[config.mk]
export PLATFORM = sky130hd
export DESIGN_NAME = sm83_lite
export DESIGN_NICKNAME = d
export VERILOG_FILES = /design/src/sm83_pkg.sv /design/src/bus_cycle.sv /design/src/exec_datapath.sv /design/src/int_ctrl.sv /design/src/micro_decoder.sv /design/src/sm83_lite.sv
export SDC_FILE = /design/constraint.sdc
export NUM_CORES = 1
export LEC_CHECK = 0
export BUFFER_PORTS_ARGS = -buffer_cell sky130_fd_sc_hd__buf_2
export CAP_MARGIN = 30
export CORE_MARGIN = 4
export CORE_UTILIZATION = 30
export CTS_CLUSTER_SIZE = 25
export DETAILED_ROUTE_END_ITERATION = 7
export PLACE_DENSITY_LB_ADDON = 0.12
export SLEW_MARGIN = 30
export SYNTH_ARGS = -nofsm -noshare
export SYNTH_HDL_FRONTEND = slang
export SYNTH_SLANG_ARGS = --single-unit
[constraint.sdc]
create_clock -name clk -period 5.1 [get_ports clk]
set_input_delay 0.765 -clock clk [delete_from_list [all_inputs] [get_ports clk]]
set_output_delay 0.765 -clock clk [all_outputs]
set_load 0.03 [all_outputs]
[src/sm83_pkg.sv]
`default_nettype none

package sm83_pkg;

    ////////////////////////////////////////////////////////////
    // Widths
    ////////////////////////////////////////////////////////////
    typedef logic [15:0] addr_t;
    typedef logic [7:0]  byte_t;
    typedef logic [3:0]  flags_t;
    typedef logic [4:0]  int_vec_t;
    typedef logic [1:0]  mcycle_t;   // Index within one instruction

    localparam int FLAG_Z = 3;
    localparam int FLAG_N = 2;
    localparam int FLAG_H = 1;
    localparam int FLAG_C = 0;

    typedef enum logic [1:0] {T0, T1, T2, T3} tstate_e;
    typedef enum logic [1:0] {BUS_IDLE, BUS_FETCH, BUS_READ, BUS_WRITE} bus_op_e;
    typedef enum logic {ADDR_PC, ADDR_HIGH_IMM} addr_src_e;
    typedef enum logic [1:0] {ALU_PASS, ALU_ADD, ALU_SUB} alu_op_e;

    ////////////////////////////////////////////////////////////
    // Supported opcodes
    ////////////////////////////////////////////////////////////
    localparam byte_t OPC_NOP     = 8'h00;
    localparam byte_t OPC_LD_A_D8 = 8'h3E;
    localparam byte_t OPC_ADD_D8  = 8'hC6;
    localparam byte_t OPC_SUB_D8  = 8'hD6;
    localparam byte_t OPC_LDH_N_A = 8'hE0;
    localparam byte_t OPC_JR      = 8'h18;
    localparam byte_t OPC_JR_NZ   = 8'h20;
    localparam byte_t OPC_JR_Z    = 8'h28;
    localparam byte_t OPC_JR_NC   = 8'h30;
    localparam byte_t OPC_JR_C    = 8'h38;
    localparam byte_t OPC_HALT    = 8'h76;
    localparam byte_t OPC_DI      = 8'hF3;
    localparam byte_t OPC_EI      = 8'hFB;

    localparam addr_t RESET_PC  = 16'h0000;
    localparam byte_t HIGH_PAGE = 8'hFF;   // LDH target page

    // Interrupt vectors at 0040, 0048, ... 0060
    localparam addr_t INT_VECTOR_BASE = 16'h0040;
    localparam addr_t INT_VECTOR_STEP = 16'd8;
    localparam int    NUM_INTS        = 5;

endpackage

`default_nettype wire

[src/bus_cycle.sv]
`timescale 1ns/10ps
`default_nettype none

module bus_cycle (
    input  wire                     clk,
    input  wire                     rst,
    input  wire sm83_pkg::bus_op_e  bus_op,
    input  wire sm83_pkg::addr_t    bus_addr,
    input  wire sm83_pkg::byte_t    acc,
    input  wire sm83_pkg::byte_t    din,
    output sm83_pkg::tstate_e       tstate,
    output logic                    mcycle_end,
    output sm83_pkg::byte_t         opcode,
    output sm83_pkg::byte_t         imm,
    output sm83_pkg::addr_t         a,
    output logic                    rd,
    output logic                    wr,
    output sm83_pkg::byte_t         dout
);

    assign mcycle_end = (tstate == sm83_pkg::T3);

    ////////////////////////////////////////////////////////////
    // T-state counter and bus strobes
    ////////////////////////////////////////////////////////////
    always_ff @(posedge clk or posedge rst) begin
        if (rst) begin
            tstate <= sm83_pkg::T0;
            a      <= sm83_pkg::RESET_PC;
            rd     <= 1'b0;
            wr     <= 1'b0;
            dout   <= 8'h00;
        end else begin
            tstate <= sm83_pkg::tstate_e'(tstate + 2'd1);   // Wraps T3 -> T0
            case (tstate)
                sm83_pkg::T0: begin
                    a  <= bus_addr;   // Seen from T1
                    rd <= (bus_op == sm83_pkg::BUS_FETCH) || (bus_op == sm83_pkg::BUS_READ);
                end
                sm83_pkg::T2: begin
                    rd <= 1'b0;
                    if (bus_op == sm83_pkg::BUS_WRITE) begin
                        wr   <= 1'b1;   // One clock, during T3
                        dout <= acc;
                    end
                end
                sm83_pkg::T3: begin
                    rd <= 1'b0;
                    wr <= 1'b0;
                end
                default: ;
            endcase
        end
    end

    // Read data capture, din still valid while rd is high at T2
    always_ff @(posedge clk) begin
        if (tstate == sm83_pkg::T2) begin
            if (bus_op == sm83_pkg::BUS_FETCH) begin
                opcode <= din;
            end else if (bus_op == sm83_pkg::BUS_READ) begin
                imm <= din;
            end
        end
    end

    a_rd_wr_excl: assert property (@(posedge clk) disable iff (rst) !(rd && wr));

endmodule

`default_nettype wire

[src/exec_datapath.sv]
`timescale 1ns/10ps
`default_nettype none

module exec_datapath (
    input  wire                       clk,
    input  wire                       rst,
    input  wire                       mcycle_end,
    input  wire sm83_pkg::byte_t      imm,
    input  wire sm83_pkg::alu_op_e    alu_op,
    input  wire                       acc_we,
    input  wire                       flags_we,
    input  wire sm83_pkg::addr_src_e  addr_src,
    input  wire                       pc_inc,
    input  wire                       pc_rel,
    input  wire                       pc_vec,
    input  wire sm83_pkg::addr_t      int_vector,
    output sm83_pkg::byte_t           acc,
    output sm83_pkg::flags_t          flags,
    output sm83_pkg::addr_t           bus_addr
);

    sm83_pkg::addr_t  pc;
    sm83_pkg::byte_t  alu_res;
    sm83_pkg::flags_t alu_flags;
    logic [8:0] full;   // Bit 8 is carry or borrow
    logic [4:0] half;   // Bit 4 is carry or borrow out of bit 3

    ////////////////////////////////////////////////////////////
    // ALU, acc against imm
    ////////////////////////////////////////////////////////////
    always_comb begin
        full = {1'b0, imm};
        half = 5'd0;
        case (alu_op)
            sm83_pkg::ALU_ADD: begin
                full = {1'b0, acc} + {1'b0, imm};
                half = {1'b0, acc[3:0]} + {1'b0, imm[3:0]};
            end
            sm83_pkg::ALU_SUB: begin
                full = {1'b0, acc} - {1'b0, imm};
                half = {1'b0, acc[3:0]} - {1'b0, imm[3:0]};
            end
            default: ;
        endcase
        alu_res = full[7:0];
        alu_flags[sm83_pkg::FLAG_Z] = (alu_res == 8'h00);
        alu_flags[sm83_pkg::FLAG_N] = (alu_op == sm83_pkg::ALU_SUB);
        alu_flags[sm83_pkg::FLAG_H] = half[4];
        alu_flags[sm83_pkg::FLAG_C] = full[8];
    end

    // Architectural state, written once per machine cycle
    always_ff @(posedge clk or posedge rst) begin
        if (rst) begin
            acc   <= 8'h00;
            flags <= 4'h0;
            pc    <= sm83_pkg::RESET_PC;
        end else if (mcycle_end) begin
            if (acc_we) begin
                acc <= alu_res;
            end
            if (flags_we) begin
                flags <= alu_flags;
            end
            if (pc_vec) begin
                pc <= int_vector;
            end else if (pc_rel) begin
                pc <= pc + {{8{imm[7]}}, imm};   // Signed e8
            end else if (pc_inc) begin
                pc <= pc + 16'd1;
            end
        end
    end

    assign bus_addr = (addr_src == sm83_pkg::ADDR_HIGH_IMM) ? {sm83_pkg::HIGH_PAGE, imm} : pc;

endmodule

`default_nettype wire

[src/int_ctrl.sv]
`timescale 1ns/10ps
`default_nettype none

module int_ctrl (
    input  wire                     clk,
    input  wire                     rst,
    input  wire sm83_pkg::int_vec_t int_en,
    input  wire sm83_pkg::int_vec_t int_flags_in,
    input  wire                     ime_set,
    input  wire                     ime_clr,
    input  wire                     int_ack,
    output logic                    int_req,
    output logic                    wake,
    output sm83_pkg::addr_t         int_vector,
    output sm83_pkg::int_vec_t      int_flags_out
);

    logic ime;
    logic [2:0] win_idx;
    sm83_pkg::int_vec_t pending;
    sm83_pkg::int_vec_t winner;   // One-hot, lowest pending source

    assign pending = int_flags_in & int_en;
    assign winner  = pending & (~pending + sm83_pkg::int_vec_t'(1));

    always_comb begin
        win_idx = 3'd0;
        for (int i = sm83_pkg::NUM_INTS - 1; i >= 0; i--) begin
            if (pending[i]) win_idx = 3'(i);
        end
    end

    always_ff @(posedge clk or posedge rst) begin
        if (rst) begin
            ime <= 1'b0;
        end else if (ime_clr) begin
            ime <= 1'b0;
        end else if (ime_set) begin
            ime <= 1'b1;
        end
    end

    assign wake          = |pending;         // HALT exit needs no IME
    assign int_req       = ime && (|pending);
    assign int_vector    = sm83_pkg::INT_VECTOR_BASE +
                           sm83_pkg::INT_VECTOR_STEP * sm83_pkg::addr_t'(win_idx);
    assign int_flags_out = int_ack ? (int_flags_in & ~winner) : int_flags_in;

    a_ack_needs_req: assert property (@(posedge clk) disable iff (rst) int_ack |-> int_req);

endmodule

`default_nettype wire

[src/micro_decoder.sv]
`timescale 1ns/10ps
`default_nettype none

module micro_decoder (
    input  wire                     clk,
    input  wire                     rst,
    input  wire sm83_pkg::tstate_e  tstate,
    input  wire                     mcycle_end,
    input  wire sm83_pkg::byte_t    opcode,
    input  wire sm83_pkg::byte_t    imm,
    input  wire sm83_pkg::flags_t   flags,
    input  wire                     int_req,
    input  wire                     wake,
    output sm83_pkg::bus_op_e       bus_op,
    output sm83_pkg::addr_src_e     addr_src,
    output sm83_pkg::alu_op_e       alu_op,
    output logic                    acc_we,
    output logic                    flags_we,
    output logic                    pc_inc,
    output logic                    pc_rel,
    output logic                    pc_vec,
    output logic                    int_ack,
    output logic                    ime_set,
    output logic                    ime_clr,
    output logic                    done,
    output logic                    fault
);

    sm83_pkg::mcycle_t mcycle;
    logic halted;
    logic dispatch;    // Idle cycle that loads the vector
    logic last;        // Current machine cycle ends the instruction
    logic supported;
    logic taken;

    assign int_ack = dispatch;

    // Branch condition
    always_comb begin
        case (opcode)
            sm83_pkg::OPC_JR_NZ: taken = !flags[sm83_pkg::FLAG_Z];
            sm83_pkg::OPC_JR_Z:  taken = flags[sm83_pkg::FLAG_Z];
            sm83_pkg::OPC_JR_NC: taken = !flags[sm83_pkg::FLAG_C];
            sm83_pkg::OPC_JR_C:  taken = flags[sm83_pkg::FLAG_C];
            default:             taken = 1'b1;
        endcase
    end

    ////////////////////////////////////////////////////////////
    // Per machine cycle controls
    ////////////////////////////////////////////////////////////
    always_comb begin
        bus_op    = sm83_pkg::BUS_IDLE;
        addr_src  = sm83_pkg::ADDR_PC;
        alu_op    = sm83_pkg::ALU_PASS;
        acc_we    = 1'b0;
        flags_we  = 1'b0;
        pc_inc    = 1'b0;
        pc_rel    = 1'b0;
        pc_vec    = 1'b0;
        ime_set   = 1'b0;
        ime_clr   = 1'b0;
        last      = 1'b1;
        supported = 1'b1;
        if (dispatch && !fault) begin
            pc_vec  = 1'b1;
            ime_clr = mcycle_end;
        end else if (!fault && !halted) begin
            case (mcycle)
                2'd0: begin
                    bus_op = sm83_pkg::BUS_FETCH;
                    pc_inc = 1'b1;
                    // Opcode is only fresh from T3 on, so these act at mcycle_end
                    case (opcode)
                        sm83_pkg::OPC_NOP, sm83_pkg::OPC_HALT: ;
                        sm83_pkg::OPC_DI: ime_clr = mcycle_end;
                        sm83_pkg::OPC_EI: ime_set = mcycle_end;
                        sm83_pkg::OPC_LD_A_D8, sm83_pkg::OPC_ADD_D8, sm83_pkg::OPC_SUB_D8,
                        sm83_pkg::OPC_LDH_N_A, sm83_pkg::OPC_JR, sm83_pkg::OPC_JR_NZ,
                        sm83_pkg::OPC_JR_Z, sm83_pkg::OPC_JR_NC, sm83_pkg::OPC_JR_C: last = 1'b0;
                        default: supported = 1'b0;
                    endcase
                end
                2'd1: begin
                    bus_op = sm83_pkg::BUS_READ;   // Immediate byte
                    pc_inc = 1'b1;
                    case (opcode)
                        sm83_pkg::OPC_LD_A_D8: acc_we = 1'b1;
                        sm83_pkg::OPC_ADD_D8: begin
                            alu_op   = sm83_pkg::ALU_ADD;
                            acc_we   = 1'b1;
                            flags_we = 1'b1;
                        end
                        sm83_pkg::OPC_SUB_D8: begin
                            alu_op   = sm83_pkg::ALU_SUB;
                            acc_we   = 1'b1;
                            flags_we = 1'b1;
                        end
                        default: last = !taken;   // LDH and JR always go on
                    endcase
                end
                default: begin
                    if (opcode == sm83_pkg::OPC_LDH_N_A) begin
                        bus_op   = sm83_pkg::BUS_WRITE;
                        addr_src = sm83_pkg::ADDR_HIGH_IMM;
                    end else begin
                        pc_rel = 1'b1;   // Idle cycle of a taken JR
                    end
                end
            endcase
        end
    end

    ////////////////////////////////////////////////////////////
    // Sequence state
    ////////////////////////////////////////////////////////////
    always_ff @(posedge clk or posedge rst) begin
        if (rst) begin
            mcycle   <= 2'd0;
            halted   <= 1'b0;
            dispatch <= 1'b0;
            fault    <= 1'b0;
            done     <= 1'b0;
        end else begin
            done <= halted | fault;
            if (mcycle_end && !fault) begin
                if (dispatch) begin
                    dispatch <= 1'b0;   // Next cycle fetches at the vector
                end else if (halted) begin
                    if (wake) begin
                        halted   <= 1'b0;
                        dispatch <= int_req;
                    end
                end else if (last) begin
                    mcycle <= 2'd0;
                    if (!supported) begin
                        fault <= 1'b1;
                    end else if (mcycle == 2'd0 && opcode == sm83_pkg::OPC_HALT) begin
                        halted <= 1'b1;
                    end else begin
                        dispatch <= int_req;
                    end
                end else begin
                    mcycle <= mcycle + 2'd1;
                end
            end
        end
    end

    a_mcycle_range: assert property (@(posedge clk) disable iff (rst) mcycle != 2'd3);

    // Index moves only on machine cycle boundaries
    a_mcycle_step: assert property (@(posedge clk) disable iff (rst)
        !$stable(mcycle) |-> tstate == sm83_pkg::T0);

    // Offset or high address must survive until the third cycle commits
    a_imm_held: assert property (@(posedge clk) disable iff (rst)
        (mcycle == 2'd2) |-> $stable(imm));

endmodule

`default_nettype wire

[src/sm83_lite.sv]
`timescale 1ns/10ps
`default_nettype none

module sm83_lite (
    input  wire                     clk,
    input  wire                     rst,
    input  wire sm83_pkg::byte_t    din,
    input  wire sm83_pkg::int_vec_t int_en,
    input  wire sm83_pkg::int_vec_t int_flags_in,
    output sm83_pkg::addr_t         a,
    output sm83_pkg::byte_t         dout,
    output logic                    rd,
    output logic                    wr,
    output sm83_pkg::int_vec_t      int_flags_out,
    output logic                    done,
    output logic                    fault
);

    sm83_pkg::tstate_e   tstate;
    sm83_pkg::bus_op_e   bus_op;
    sm83_pkg::addr_src_e addr_src;
    sm83_pkg::alu_op_e   alu_op;
    sm83_pkg::byte_t     opcode;
    sm83_pkg::byte_t     imm;
    sm83_pkg::byte_t     acc;
    sm83_pkg::flags_t    flags;
    sm83_pkg::addr_t     bus_addr;
    sm83_pkg::addr_t     int_vector;
    logic mcycle_end;
    logic acc_we;
    logic flags_we;
    logic pc_inc;
    logic pc_rel;
    logic pc_vec;
    logic int_ack;
    logic ime_set;
    logic ime_clr;
    logic int_req;
    logic wake;

    bus_cycle u_bus_cycle (
        .clk        (clk),
        .rst        (rst),
        .bus_op     (bus_op),
        .bus_addr   (bus_addr),
        .acc        (acc),
        .din        (din),
        .tstate     (tstate),
        .mcycle_end (mcycle_end),
        .opcode     (opcode),
        .imm        (imm),
        .a          (a),
        .rd         (rd),
        .wr         (wr),
        .dout       (dout)
    );

    micro_decoder u_micro_decoder (
        .clk        (clk),
        .rst        (rst),
        .tstate     (tstate),
        .mcycle_end (mcycle_end),
        .opcode     (opcode),
        .imm        (imm),
        .flags      (flags),
        .int_req    (int_req),
        .wake       (wake),
        .bus_op     (bus_op),
        .addr_src   (addr_src),
        .alu_op     (alu_op),
        .acc_we     (acc_we),
        .flags_we   (flags_we),
        .pc_inc     (pc_inc),
        .pc_rel     (pc_rel),
        .pc_vec     (pc_vec),
        .int_ack    (int_ack),
        .ime_set    (ime_set),
        .ime_clr    (ime_clr),
        .done       (done),
        .fault      (fault)
    );

    exec_datapath u_exec_datapath (
        .clk        (clk),
        .rst        (rst),
        .mcycle_end (mcycle_end),
        .imm        (imm),
        .alu_op     (alu_op),
        .acc_we     (acc_we),
        .flags_we   (flags_we),
        .addr_src   (addr_src),
        .pc_inc     (pc_inc),
        .pc_rel     (pc_rel),
        .pc_vec     (pc_vec),
        .int_vector (int_vector),
        .acc        (acc),
        .flags      (flags),
        .bus_addr   (bus_addr)
    );

    int_ctrl u_int_ctrl (
        .clk           (clk),
        .rst           (rst),
        .int_en        (int_en),
        .int_flags_in  (int_flags_in),
        .ime_set       (ime_set),
        .ime_clr       (ime_clr),
        .int_ack       (int_ack),
        .int_req       (int_req),
        .wake          (wake),
        .int_vector    (int_vector),
        .int_flags_out (int_flags_out)
    );

endmodule

`default_nettype wire

[Word-level counts from Yosys, hierarchy flattened]
Cells that the tools add are included.
Storage, ports and cells
  output and inout port bits: 33
  input bits: 20
  register bits: 79
  logic and storage cells: 168
Operators by class
  mux-type cells: 75
  reduce and logical (&&, ||, !) cells: 36
  bitwise operators: 10
  add/sub/neg operators: 10
  equality and inequality tests: 21
Operators with widths (number)
  $mux 16: 4
  $mux 1: 50
  $eq 8x6->1 const B: 5
  $eq 8x8->1 const B: 5
  $pmux 9 s2: 1
  $add 16x1->16 const B: 1
  $add 16x16->16: 1
  $logic_not 8->1: 2
  $and 5x5->5: 3
  $mux 3: 5
  $mux 2: 7
  $reduce_and 2->1: 7
  $reduce_or 13->1: 1
  $eq 2x2->1 const B: 5
  $not 5->5: 2
  $pmux 5 s2: 1
  $add 8x8->9: 1
  $reduce_or 9->1: 1
  $sub 8x8->9: 1
  $add 7x6->8 const A: 1
  $eq 8x5->1 const B: 1
  $eq 8x7->1 const B: 1
  $pmux 2 s2: 2
  $eq 2x1->1 const B: 3
  21 further kinds: 41

[Longest topological paths before layout]
Gate-level depths: netlist (run 1).
  depth after elaboration: 10
  depth in mapped cells: 17
  gate-level depth less buffers: 16

[Modules after synthesis]
Synthesis (run 1) repeated with hierarchy kept, for this count alone.
Second synthesis, totals
  cells, all modules: 561
  area total of the unflattened synthesis: 5316.3 um2
Modules (own cells, without submodules)
  exec_datapath: instances 1, area an instance 2765.2 um2, cells each 345
  bus_cycle: instances 1, area an instance 1634.1 um2, cells each 91
  micro_decoder: instances 1, area an instance 625.6 um2, cells each 84
  int_ctrl: instances 1, area an instance 291.5 um2, cells each 41

[Worst setup path after synthesis (run 1)]
OpenSTA, ideal clock, no wires.
  kind: register to register
  start point: reg u_micro_decoder.mcycle[1]
  end point: reg u_exec_datapath.acc[7]
  clock period less this slack: 3679 ps
  stages on the path, launching flop included: 17
  arrival: 3555 ps
  setup time: 125 ps
  setup slack: 1421 ps
  cell sequence: dfrtp_1 inv_1 ha_1 nand4b_1 nor3_1 and3_1 ha_1 clkbuf_1 mux2i_1 ha_1 nor2b_1 o31a_1 or4_1 a31oi_1 xor2_1 o21ai_1 mux2_2
On the way
  word-level cells in the longest chain between the ends: 6
  elaborated cells between the ends (all ways): 11
RTL lines
  start, declared: line micro_decoder.sv:29  | sm83_pkg::mcycle_t mcycle;
  start signal, assigned: line micro_decoder.sv:144  | mcycle <= mcycle + 2'd1;
  $eq 2x1->1 *: line micro_decoder.sv:69  | case (mcycle)
  $mux 2: line micro_decoder.sv:69
  $mux 2: line micro_decoder.sv:68  | end else if (!fault && !halted) begin
  $mux 2: line micro_decoder.sv:65  | if (dispatch && !fault) begin
  $eq 2x2->1 / $eq 2x1->1 (equally long branches): line exec_datapath.sv:34  | case (alu_op)
  $pmux 9 s2: line exec_datapath.sv:34
  end signal, assigned: line exec_datapath.sv:60  | acc <= alu_res;
  end, declared: line exec_datapath.sv:17  | output sm83_pkg::byte_t acc,
Every way passes the cells marked *; elsewhere a longest branch is shown, timed or not.
A chain may end at the register's enable or synchronous reset.

[Worst setup path in the final report (run 1)]
Ends and elaborated chain as after synthesis.

==> results of run 1 <==
==> state kept, by name (all words and copies together) (netlist names), 2 cells and up <==
signal and flops:
u_bus_cycle.a 16, u_exec_datapath.pc 16, u_bus_cycle.dout 8, u_bus_cycle.imm 8, u_bus_cycle.opcode 8, u_exec_datapath.acc 8, u_bus_cycle.tstate 2, u_exec_datapath.flags 2
u_micro_decoder.mcycle 2
==> metrics by stage <==
stage	total power [W]	instance area, um2	utilization [%]	setup slack, ps
after global placement	0.00107	5210	33.8	1220
final	0.00178	5550	36.0	1180
after detailed placement	0.00107	5220	33.8	1180
after floorplan	0.000966	4780	-	1420
after CTS	0.00180	5550	36.0	1160
after global routing	0.00188	5550	36.0	796
==> routing by layer <==
layer	vias to the layer above	track usage, %	wire (um)	part of all wire, %
li1	1871	-	-	-
met2	96	21.3	5240	44
met3	11	4.01	598	5.0
met4	0	3.51	136	1.1
met5	-	0	0	0
met1	1778	19.9	6050	50
==> critical path, delay by kind of cell (launching register included) <==
family          cells  cell delay [ps]
compound gates      3              580
fa+ha+maj           3              810
xor+xnor            1              160
buf+inv             1              100
flops               1              400
mux                 2              610
simple gates        5             1150
==> power by group <==
part	leakage, nW	switching (W)	total [W]	internal (W)
Clock	0.160	0.000272	0.000718	0.000446
Sequential	0.958	0.0000524	0.000741	0.000688
Combinational	1.35	0.000205	0.000321	0.000116
Total	2.47	0.000529	0.00178	0.00125
==> layout make-up <==
type                            instances  area share, %
Clock buffer                           10           4.31
Clock inverter                          6           1.65
Inverter                               19           1.29
Multi-Input combinational cell        376           46.7
Sequential cell                        77           36.2
Tap cell                              211           4.76
Timing Repair Buffer                   55           5.10
==> how the worst max path moves through the flow <==
stage                                          from                     end  slack, ps  cells after the start
final                     u_micro_decoder.mcycle[1]  u_exec_datapath.acc[7]       1180                     15
after global routing      u_micro_decoder.mcycle[1]  u_exec_datapath.acc[7]        800                     15
after CTS                 u_micro_decoder.mcycle[1]  u_exec_datapath.acc[7]       1160                     15
after detailed placement  u_micro_decoder.mcycle[1]  u_exec_datapath.acc[7]       1180                     15
after global placement    u_micro_decoder.mcycle[1]  u_exec_datapath.acc[7]       1220                     15
after floorplan           u_micro_decoder.mcycle[1]  u_exec_datapath.acc[7]       1420                     16
==> cells in the final DEF, fill, tap and decap left out, drive strengths merged, types with 13 or more instances in the layout <==
cell / n
edfxtp: 16
mux2i: 13
ha: 34
nor2: 49
xnor2: 17
and2: 13
o21ai: 31
nand2: 43
dfrtp: 61
inv: 22
buf: 55
a21oi: 42
==> cell families after synthesis <==
group,after synthesis,share of synthesized area (%)
flip-flops,77,42.0
multiplexers,23,5.08
AND/OR/NAND/NOR,160,17.0
XOR/XNOR,26,4.77
buffers and inverters,38,3.80
AO/OA/AOI/OAI,131,17.6
adder cells (fa/ha/maj),36,9.74
==> results.md, run 1 <==
* FF+latch count, synth at 77
* CTS tree: done
* Crit path max fanout at 8
* Top_reg_cell synth: dfrtp_1
* CP max stage delay at 410 ps
* CP endpoint kind: register
* FF-to-FF End: u_exec_datapath.acc[7]
* Largest net degree at the start of global routing at 62
* Worst Setup Start Kind: register
* Final period util at 76.8%
* Area occupied by multi-input gates at 0.00259 mm2
* Setup violators final at 0
* Placed Cells at roughly 740
* Core outline area at roughly 0.015 mm2
* Worst path cell trace: inv_1, ha_1, nand4b_1, nor3_1, and3_1, ha_1, mux2i_1, ha_1, nor2b_1, o31a_1, or4_1, a31oi_1, xor2_1, o21ai_1, mux2_2
* Final setup skew at 10.5 ps
* Clk_lat worst skew at 350 ps
* CTS sink count at between 70 and 80
* FF-to-FF Start: u_micro_decoder.mcycle[1]
* Slowest cell on crit path: or4_1
* Initial Util at between 30 and 40%
* Library cells used by synthesis at 67
* Vias at 3,756
* Setup TNS Final at 0 ps
* DRT iter0 DRCs at 151
* Most instantiated library cell after synthesis: dfrtp_1
* Register area share after synthesis at a little over two fifths
* Vias in the first global route at 3,851
* Mapped Cells at 491
* Hold Path Origin: u_bus_cycle.dout[0]
* # resized after CTS at 0
* MaxCap Viol Count at 0
* Synth warn at 0
* Final count of hold timing violations at 0
* Initial antenna violation count at 0
* Post-synth top cells: dfrtp_1 (61), nor2_1 (48), nand2_1 (43), a21oi_1 (42), ha_1 (34)
* DPL Wire Length at ~9000 um
* R2R Setup Slk at 1180 ps
* Most frequent CP cell: ha_1
* Drt pass-1 iters at 4
* Synth area leader: dfrtp_1
* Critical path required time at 5330 ps
* Routed vias/inst at 4.98
* CTS H-tree lvls at 3
* WL final at 12,000 um
* Die H at 134 um
* Share of layout cells above drive strength 1 at ~18%
* Gr usage total at 14.1%
* FMAX at 255 MHz
* Pwr Density at 321 mW/mm2
* Diodes inserted at 0
* DIE AREA at 0.0180 mm2
* FF/Latch Area at around 0.0020 mm2
* Total gr overflow at 0
* Avg WL per Cell at 16.0 um
* Synth top area cells: dfrtp_1 (32%), edfxtp_1 (10%), ha_1 (8.9%)
* Crit path kind: register to register
* Antenna Nets Post-Route at 0
* Leakage at ~2.5 nW
* Hold Crit Depth at 2
* Root buf cell: clkbuf_16
* Outcome: completed
* Share of the synthesized area in the top cell type at 32.0%
* Nets at a little under 600
* Hold buffer count at cts at 0
* Min cycle time layout at between 3000 and 4000 ps
* Site Rows at 45
* RSZ-0062 raised after global routing: no
* FF-to-FF path depth at 15
* Maximum vdd drop at 0.172 mV
* CTS Buf Count at 9
* Port Buf Inserts at 52
* First-pass GRT wire length at between 20,000 and 25,000 um
* Post-route insts no fill at between 700 and 800
* Post-synth ARST share at between 70 and 80%
* CTS clk-pin slew, worst paths at 70 ps
* Slew @ Worst Pin at roughly 850 ps
* Post-synth EDFFs at 16
* # DRC at 0
* Final Max Tran Viols at 0
* Area delta synth->final at 16.1%
* Syn Std Cell Area at about 0.0048 mm2
* Max Root-Sink Buffers at 2
* Hold slack final at 474 ps
* GPL Wtd Cong at 0.809
* Syn_nets at 547
* Die width at 134 um
* Min-Delay Endpoint: u_bus_cycle.dout[0]
* Boundary pin count at 53
* Fill count at between 1,500 and 2,000
* Max transition margin at 43.0%
* Data arrival, critical path at 4150 ps
* Worst Hold Class: register to register
* Avg Inst Size Synth at 9.73 um2
* Post-CTS Setup Inserts at 0
Note: power is estimated with default switching activity, not from simulation.
==> run 2: changes to the inputs <==
==> constraint.sdc (replaced) <==
create_clock -name clk -period 3.5 [get_ports clk]
set_input_delay 0.525 -clock clk [delete_from_list [all_inputs] [get_ports clk]]
set_output_delay 0.525 -clock clk [all_outputs]
set_load 0.03 [all_outputs]
==> run 2 against run 1 <==
Net effect: clock power is 41% higher; final area up 7.6%; die area unchanged; setup slack got worse by 1200 ps; wire length rose by 2.8%; critical endpoint unchanged; register-to-register slack worse by 1200 ps; the run now ends with negative setup slack left; count of clock-buffer cells in the layout grew 2; critical path depth unchanged; sequential power rose by 44%; total power up 46%.
==> results.md, run 2 (synthesis gave the netlist of run 1 again) <==
* Hold slack final at 307 ps (-167 ps)
* Port Buf Inserts at 52 (unchanged)
* Final count of hold timing violations at 0 (unchanged)
* Core outline area at 0.0154 mm2 (unchanged)
* Total power at 0.00260 W (+46%)
* Total gr overflow at 0 (unchanged)
* WL final at 12,400 um (+2.8%)
* Clk_lat worst skew at 340 ps (about the same)
* MaxCap Viol Count at 0 (unchanged)
* Critical path required time at 3730 ps (-1600 ps)
* Initial Util at 31.0% (unchanged)
* CP max stage delay at 410 ps (about the same)
* Fill count at 1,605 (-3.5%)
* Commonest non-fill, non-tap cell in the layout: dfrtp_1
* Antenna Nets Post-Route at 0 (unchanged)
* Final Cell Area at 0.00597 mm2 (+7.6%)
* Worst path cell trace: inv_2, ha_4, nand4b_1, nor3_2, and3_1, ha_2, mux2i_2, ha_1, nor2b_4, o31a_1, or4_1, a31oi_1, xor2_1, o21ai_1, mux2_4
* Boundary pin count at 53 (unchanged)
* Site Rows at 45 (unchanged)
* Pwr Density at 435 mW/mm2 (+36%)
* Final setup skew at 9.20 ps (-1.25 ps)
* Gr usage total at 14.1% (-0.015 points)
* DRT iter0 DRCs at 156 (+3.3%)
* Final Max Tran Viols at 0 (unchanged)
* Hold buffer count at cts at 0 (unchanged)
* DPL Wire Length at 9560 um (+6.8%)
* Post-route insts no fill at 802 (+6.4%)
* Area delta synth->final at 25.0%
* DP Area at 0.00556 mm2 (+6.6%)
* Largest regs: u_bus_cycle.a (16), u_exec_datapath.pc (16)
* Share of layout cells above drive strength 1 at 26.2% (+8.5 points)
* Outcome: complete, but fails checks
* Commonest cells after routing, fill and taps aside: dfrtp_1 (61), buf_2 (52), buf_4 (50)
* DIE AREA at 0.0180 mm2 (unchanged)
* Worst Hold Class: input port to asynchronous set/reset pin
* Placed Cells at 783 (+6.1%)
* Largest net degree at the start of global routing at 36 (-42%)
* CTS Buf Count at 9 (unchanged)
* Leakage at 2.72 nW (+10%)
* Max Root-Sink Buffers at 2 (unchanged)
* RSZ-0062 raised after global routing: yes
* Routed vias/inst at 4.86 (-2.4%)
* Die width at 134 um (unchanged)
* Min cycle time layout at 3510 ps (-401 ps)
* Maximum vdd drop at 0.219 mV (+27%)
* CTS H-tree lvls at 3 (unchanged)
* Setup ws final at -14.2 ps (-1200 ps)
* Avg WL per Cell at 15.4 um (-3.3%)
* Slew @ Worst Pin at 949 ps (+94.5 ps)
* # DRC at 0 (unchanged)
* Data arrival, critical path at 3740 ps (-410 ps)
* Max transition margin at 36.5% (-6.5 points)
* Vias in the first global route at 3,926 (+1.9%)
* Root buf cell: clkbuf_16
* CTS clk-pin slew, worst paths at 60 ps (about the same)
* Die H at 134 um (unchanged)
* Worst Setup Start Kind: register
* Setup TNS Final at -14.2 ps (-14.2 ps)
* Failing checks: negative setup slack
* CP endpoint kind: register
* Crit path max fanout at 3 (-5)
* Setup violators final at 1 (+1)
* Crit path kind: register to register
* Diodes inserted at 0 (unchanged)
* Vias at 3,901 (+3.9%)
* Final period util at 100% (+24 points)
* Slowest cell on crit path: or4_1
* First-pass GRT wire length at 20,100 um (-0.82%)
* Initial antenna violation count at 0 (unchanged)
* GPL Wtd Cong at 0.891 (+10%)
* CTS sink count at 77 (unchanged)
* Drt pass-1 iters at 4 (unchanged)
* CTS tree: done
* FMAX at 285 MHz (+11%)
* Nets at 642 (+8.1%)
run 2: power by group:
part           internal, W  switching (W)
clock network     0.000643       0.000364
logic             0.000203       0.000312
registers          0.00100      0.0000706
run 2: worst paths after layout:
kind                                      startpoint                endpoint  slack [ps]  cells after the start
min                                              rst     u_bus_cycle.dout[3]         310                      2
min reg2reg                      u_bus_cycle.dout[0]     u_bus_cycle.dout[0]         470                      2
min in group clk                              din[4]      u_bus_cycle.imm[4]         370                      1
max                        u_micro_decoder.mcycle[1]  u_exec_datapath.acc[7]         -10                     15
max in group asynchronous                        rst   u_exec_datapath.pc[3]        2500                      3
max reg2reg                u_micro_decoder.mcycle[1]  u_exec_datapath.acc[7]         -10                     15
run 2: repair_timing:
| item | in CTS | in global routing |
|---|---|---|
| pin swaps | 0 | 3 |
| buffers inserted | 0 | 3 |
| endpoints found under the setup margin | 2 | 10 |
| resized for setup | 2 | 16 |
run 2: stage by stage:
stage | setup slack (ps) | utilization, %
after floorplan | 12.5 | -
after global placement | 32.9 | 36.0
after detailed placement | -49.5 | 36.1
after CTS | -9.89 | 38.2
after global routing | -163 | 38.7
final | -14.2 | 38.7
run 2: routing by layer:
| layer | vias to the layer above | GRT usage, % | share of wire (%) |
|---|---|---|---|
| met2 | 73 | 21.9 | 45 |
| li1 | 1973 | - | - |
| met1 | 1837 | 19.2 | 48 |
| met5 | - | 0 | 0 |
| met3 | 18 | 3.34 | 5.2 |
| met4 | 0 | 4.86 | 1.9 |
run 2: final cells by class:
class | count | area [um2] | share of cell area [%]
flip-flops and latches | 77 | 2010 | 33.6
clock inverters | 4 | 72.6 | 1.22
inverters | 19 | 71.3 | 1.19
well taps | 211 | 264 | 4.42
repair buffers | 103 | 647 | 10.8
multi-input cells | 376 | 2660 | 44.6
clock buffers | 12 | 246 | 4.13
run 2: worst max-delay path, delay by kind of cell, from the launching register on:
family	cells	cell delay [ps]
AND/OR/NAND/NOR	5	1060
flip-flops	1	380
multiplexers	2	540
buffers and inverters	1	80
adder cells (fa/ha/maj)	3	600
XOR/XNOR	1	170
AO/OA/AOI/OAI	3	570
==> run 3: changes to the inputs <==
--- a/config.mk
+++ b/config.mk
@@ -7,7 +7,7 @@
 export LEC_CHECK = 0
 export BUFFER_PORTS_ARGS = -buffer_cell sky130_fd_sc_hd__buf_2
 export CAP_MARGIN = 30
-export CORE_MARGIN = 4
+export CORE_MARGIN = 2
 export CORE_UTILIZATION = 30
 export CTS_CLUSTER_SIZE = 25
 export DETAILED_ROUTE_END_ITERATION = 7
==> run 3 against run 2 <==
Net effect: the run now ends clean; register-to-register slack gained 60 ps; non-clock buffer count grew 4; critical path depth grew 2; via count grew 0.51%; largest cell class unchanged; highest routed layer unchanged.
==> results.md, run 3 (synthesis gave the netlist of run 1 again) <==
* Drt pass-1 iters at 4 (unchanged)
* FF-to-FF End: u_exec_datapath.acc[7]
* Commonest non-fill, non-tap cell in the layout: dfrtp_1
* Boundary pin count at 53 (unchanged)
* FMAX at 289 MHz (+1.6%)
* Hold buffer count at cts at 0 (unchanged)
* Worst Setup Start Kind: register
* # DRC at 0 (unchanged)
* Top delay family on crit path: simple AND/OR/NAND/NOR gates
* DPL Wire Length at 9530 um (-0.29%)
* Clk_lat worst skew at 350 ps (about the same)
* Die width at 130 um (-3.0%)
* Vias in the first global route at 3,895 (-0.79%)
* Area delta synth->final at 25.8%
* CTS sink count at 77 (unchanged)
* Slowest cell on crit path: or4_1
* GPL Wtd Cong at 0.856 (-4.0%)
* Critical Path Start: u_micro_decoder.mcycle[1]
* Final Max Tran Viols at 0 (unchanged)
* Largest regs: u_bus_cycle.a (16), u_exec_datapath.pc (16)
* Setup violators final at 0 (-1)
* CP max stage delay at 400 ps (about the same)
* WL final at 12,700 um (+2.5%)
* Stages on worst setup path at 17 (+2)
* Max Root-Sink Buffers at 2 (unchanged)
* Commonest cells after routing, fill and taps aside: dfrtp_1 (61), buf_4 (53), buf_2 (52)
* Antenna Nets Post-Route at 0 (unchanged)
* Gr usage total at 15.3% (+1.2 points)
* Worst path bufs/invs at 2 (+1)
* Final count of hold timing violations at 0 (unchanged)
* CTS clk-pin slew, worst paths at 70 ps (about the same)
* Port Buf Inserts at 52 (unchanged)
* Maximum vdd drop at 0.228 mV (+4.2%)
* Slew @ Worst Pin at 727 ps (-222 ps)
* Share of layout cells above drive strength 1 at 28.2% (+2.0 points)
* Avg WL per Cell at 15.6 um (+1.4%)
* Worst Hold Class: input port to asynchronous set/reset pin
* Hold slack final at 201 ps (-106 ps)
* FF-to-FF Start: u_micro_decoder.mcycle[1]
* Die H at 130 um (-3.0%)
* Pwr Density at 410 mW/mm2 (-5.9%)
* Min cycle time layout at 3460 ps (-55.5 ps)
* Root buf cell: clkbuf_16
* Core Util, Final at 38.3% (-0.44 points)
* Worst setup endpoint: u_exec_datapath.acc[7]
* Routed vias/inst at 4.83 (-0.60%)
* FF-to-FF path depth at 17 (+2)
* Crit path kind: register to register
* Nets at 646 (+0.62%)
* Crit path max fanout at 5 (+2)
* Site Rows at 46 (+2.2%)
* Vias at 3,921 (+0.51%)
* RSZ-0062 raised after global routing: yes
* CTS tree: done
* Diodes inserted at 0 (unchanged)
* Outcome: completed
* DRT iter0 DRCs at 197 (+26%)
* Largest net degree at the start of global routing at 33 (-8.3%)
* Max transition margin at 51.5% (+15 points)
* CTS Buf Count at 9 (unchanged)
* MaxCap Viol Count at 0 (unchanged)
* Final setup skew at 12.6 ps (+3.37 ps)
* Critical path required time at 3720 ps (about the same)
* DIE AREA at 0.0169 mm2 (-5.9%)
* First-pass GRT wire length at 19,800 um (-1.3%)
* Data arrival, critical path at 3680 ps (-60 ps)
* Worst path cell trace: inv_2, ha_4, nand4b_1, nor3_2, and3_1, ha_2, buf_6, nor2_4, xnor2_2, ha_1, o21a_1, o31a_1, or4_1, a31oi_1, xor2_1, o21ai_2, mux2_2
* Total gr overflow at 0 (unchanged)
* CP endpoint kind: register
* Setup TNS Final at 0 ps (+14.2 ps)
* Leakage at 2.72 nW (+0.15%)
* Initial Util at 30.4% (-0.56 points)
* Final period util at 98.8% (-1.6 points)
* Initial antenna violation count at 0 (unchanged)
* R2R Setup Slk at 40 ps (+60 ps)
* CTS H-tree lvls at 3 (unchanged)
* Core outline area at 0.0157 mm2 (+1.8%)
[run 3: changes by cell type in the layout (fill, tap and decap cells not counted), sizes merged]
| cell | before | now |
|---|---|---|
| buf | 103 | 107 |
| clkinvlp | 1 | 2 |
| bufinv | 2 | 0 |
| clkinv | 1 | 2 |
[run 3: worst register-to-register path: stages (launching register included)]
cell,delay (ps)
dfrtp_1,390
inv_2,80
ha_4,130
nand4b_1,140
nor3_2,180
and3_1,190
ha_2,200
buf_6,120
nor2_4,40
xnor2_2,120
ha_1,310
o21a_1,180
o31a_1,100
or4_1,410
a31oi_1,220
xor2_1,190
o21ai_2,70
mux2_2,260
[run 3: through the flow]
stage          cells  total power, W  instance area, um2  worst slack [ps]
2_1_floorplan    491         0.00141                4790              12.5
3_3_place_gp     788         0.00159                5570              36.5
3_5_place_dp     788         0.00159                5570              -105
4_1_cts          804         0.00249                5850             -2.54
5_1_grt          811         0.00259                6010              -155
6_report         811         0.00246                6010              41.3
[run 3: area by class of cell]
class                           instances  area, um2
Multi-Input combinational cell        376       2710
Tap cell                              216        270
Inverter                               19       71.3
Clock buffer                           12        246
Timing Repair Buffer                  107        681
Clock inverter                          4       25.0
Fill cell                            1601       9700
Sequential cell                        77       2010
[run 3: power breakdown]
group,switching [W],internal (W)
logic,0.000313,0.000198
clock network,0.000380,0.000498
registers,0.0000689,0.00100
[run 3: worst min path at each step]
stage / start / end / slack, ps
after floorplan: u_exec_datapath.flags[0] / u_exec_datapath.flags[0] / 450
after global placement: u_exec_datapath.acc[0] / u_exec_datapath.acc[0] / 460
final: rst / u_bus_cycle.tstate[1] / 200
after detailed placement: u_bus_cycle.rd / u_bus_cycle.rd / 470
after global routing: rst / u_bus_cycle.tstate[1] / 240
after CTS: rst / u_bus_cycle.tstate[1] / 210
[run 3: repair_timing]
action | 4_1_cts | 5_1_grt
setup endpoints to repair | 2 | 8
pin swaps | 0 | 9
endpoints found under the hold margin | 0 | 0
setup buffers | 0 | 7
resized for setup | 3 | 24
[run 3: per-layer routing]
metal / track usage, % / up-vias / share of wire, %
li1: - / 1981 / -
met4: 4.87 / 0 / 1.2
met2: 23.6 / 71 / 45
met1: 21.5 / 1858 / 50
met3: 2.95 / 11 / 3.3
met5: 0 / - / 0
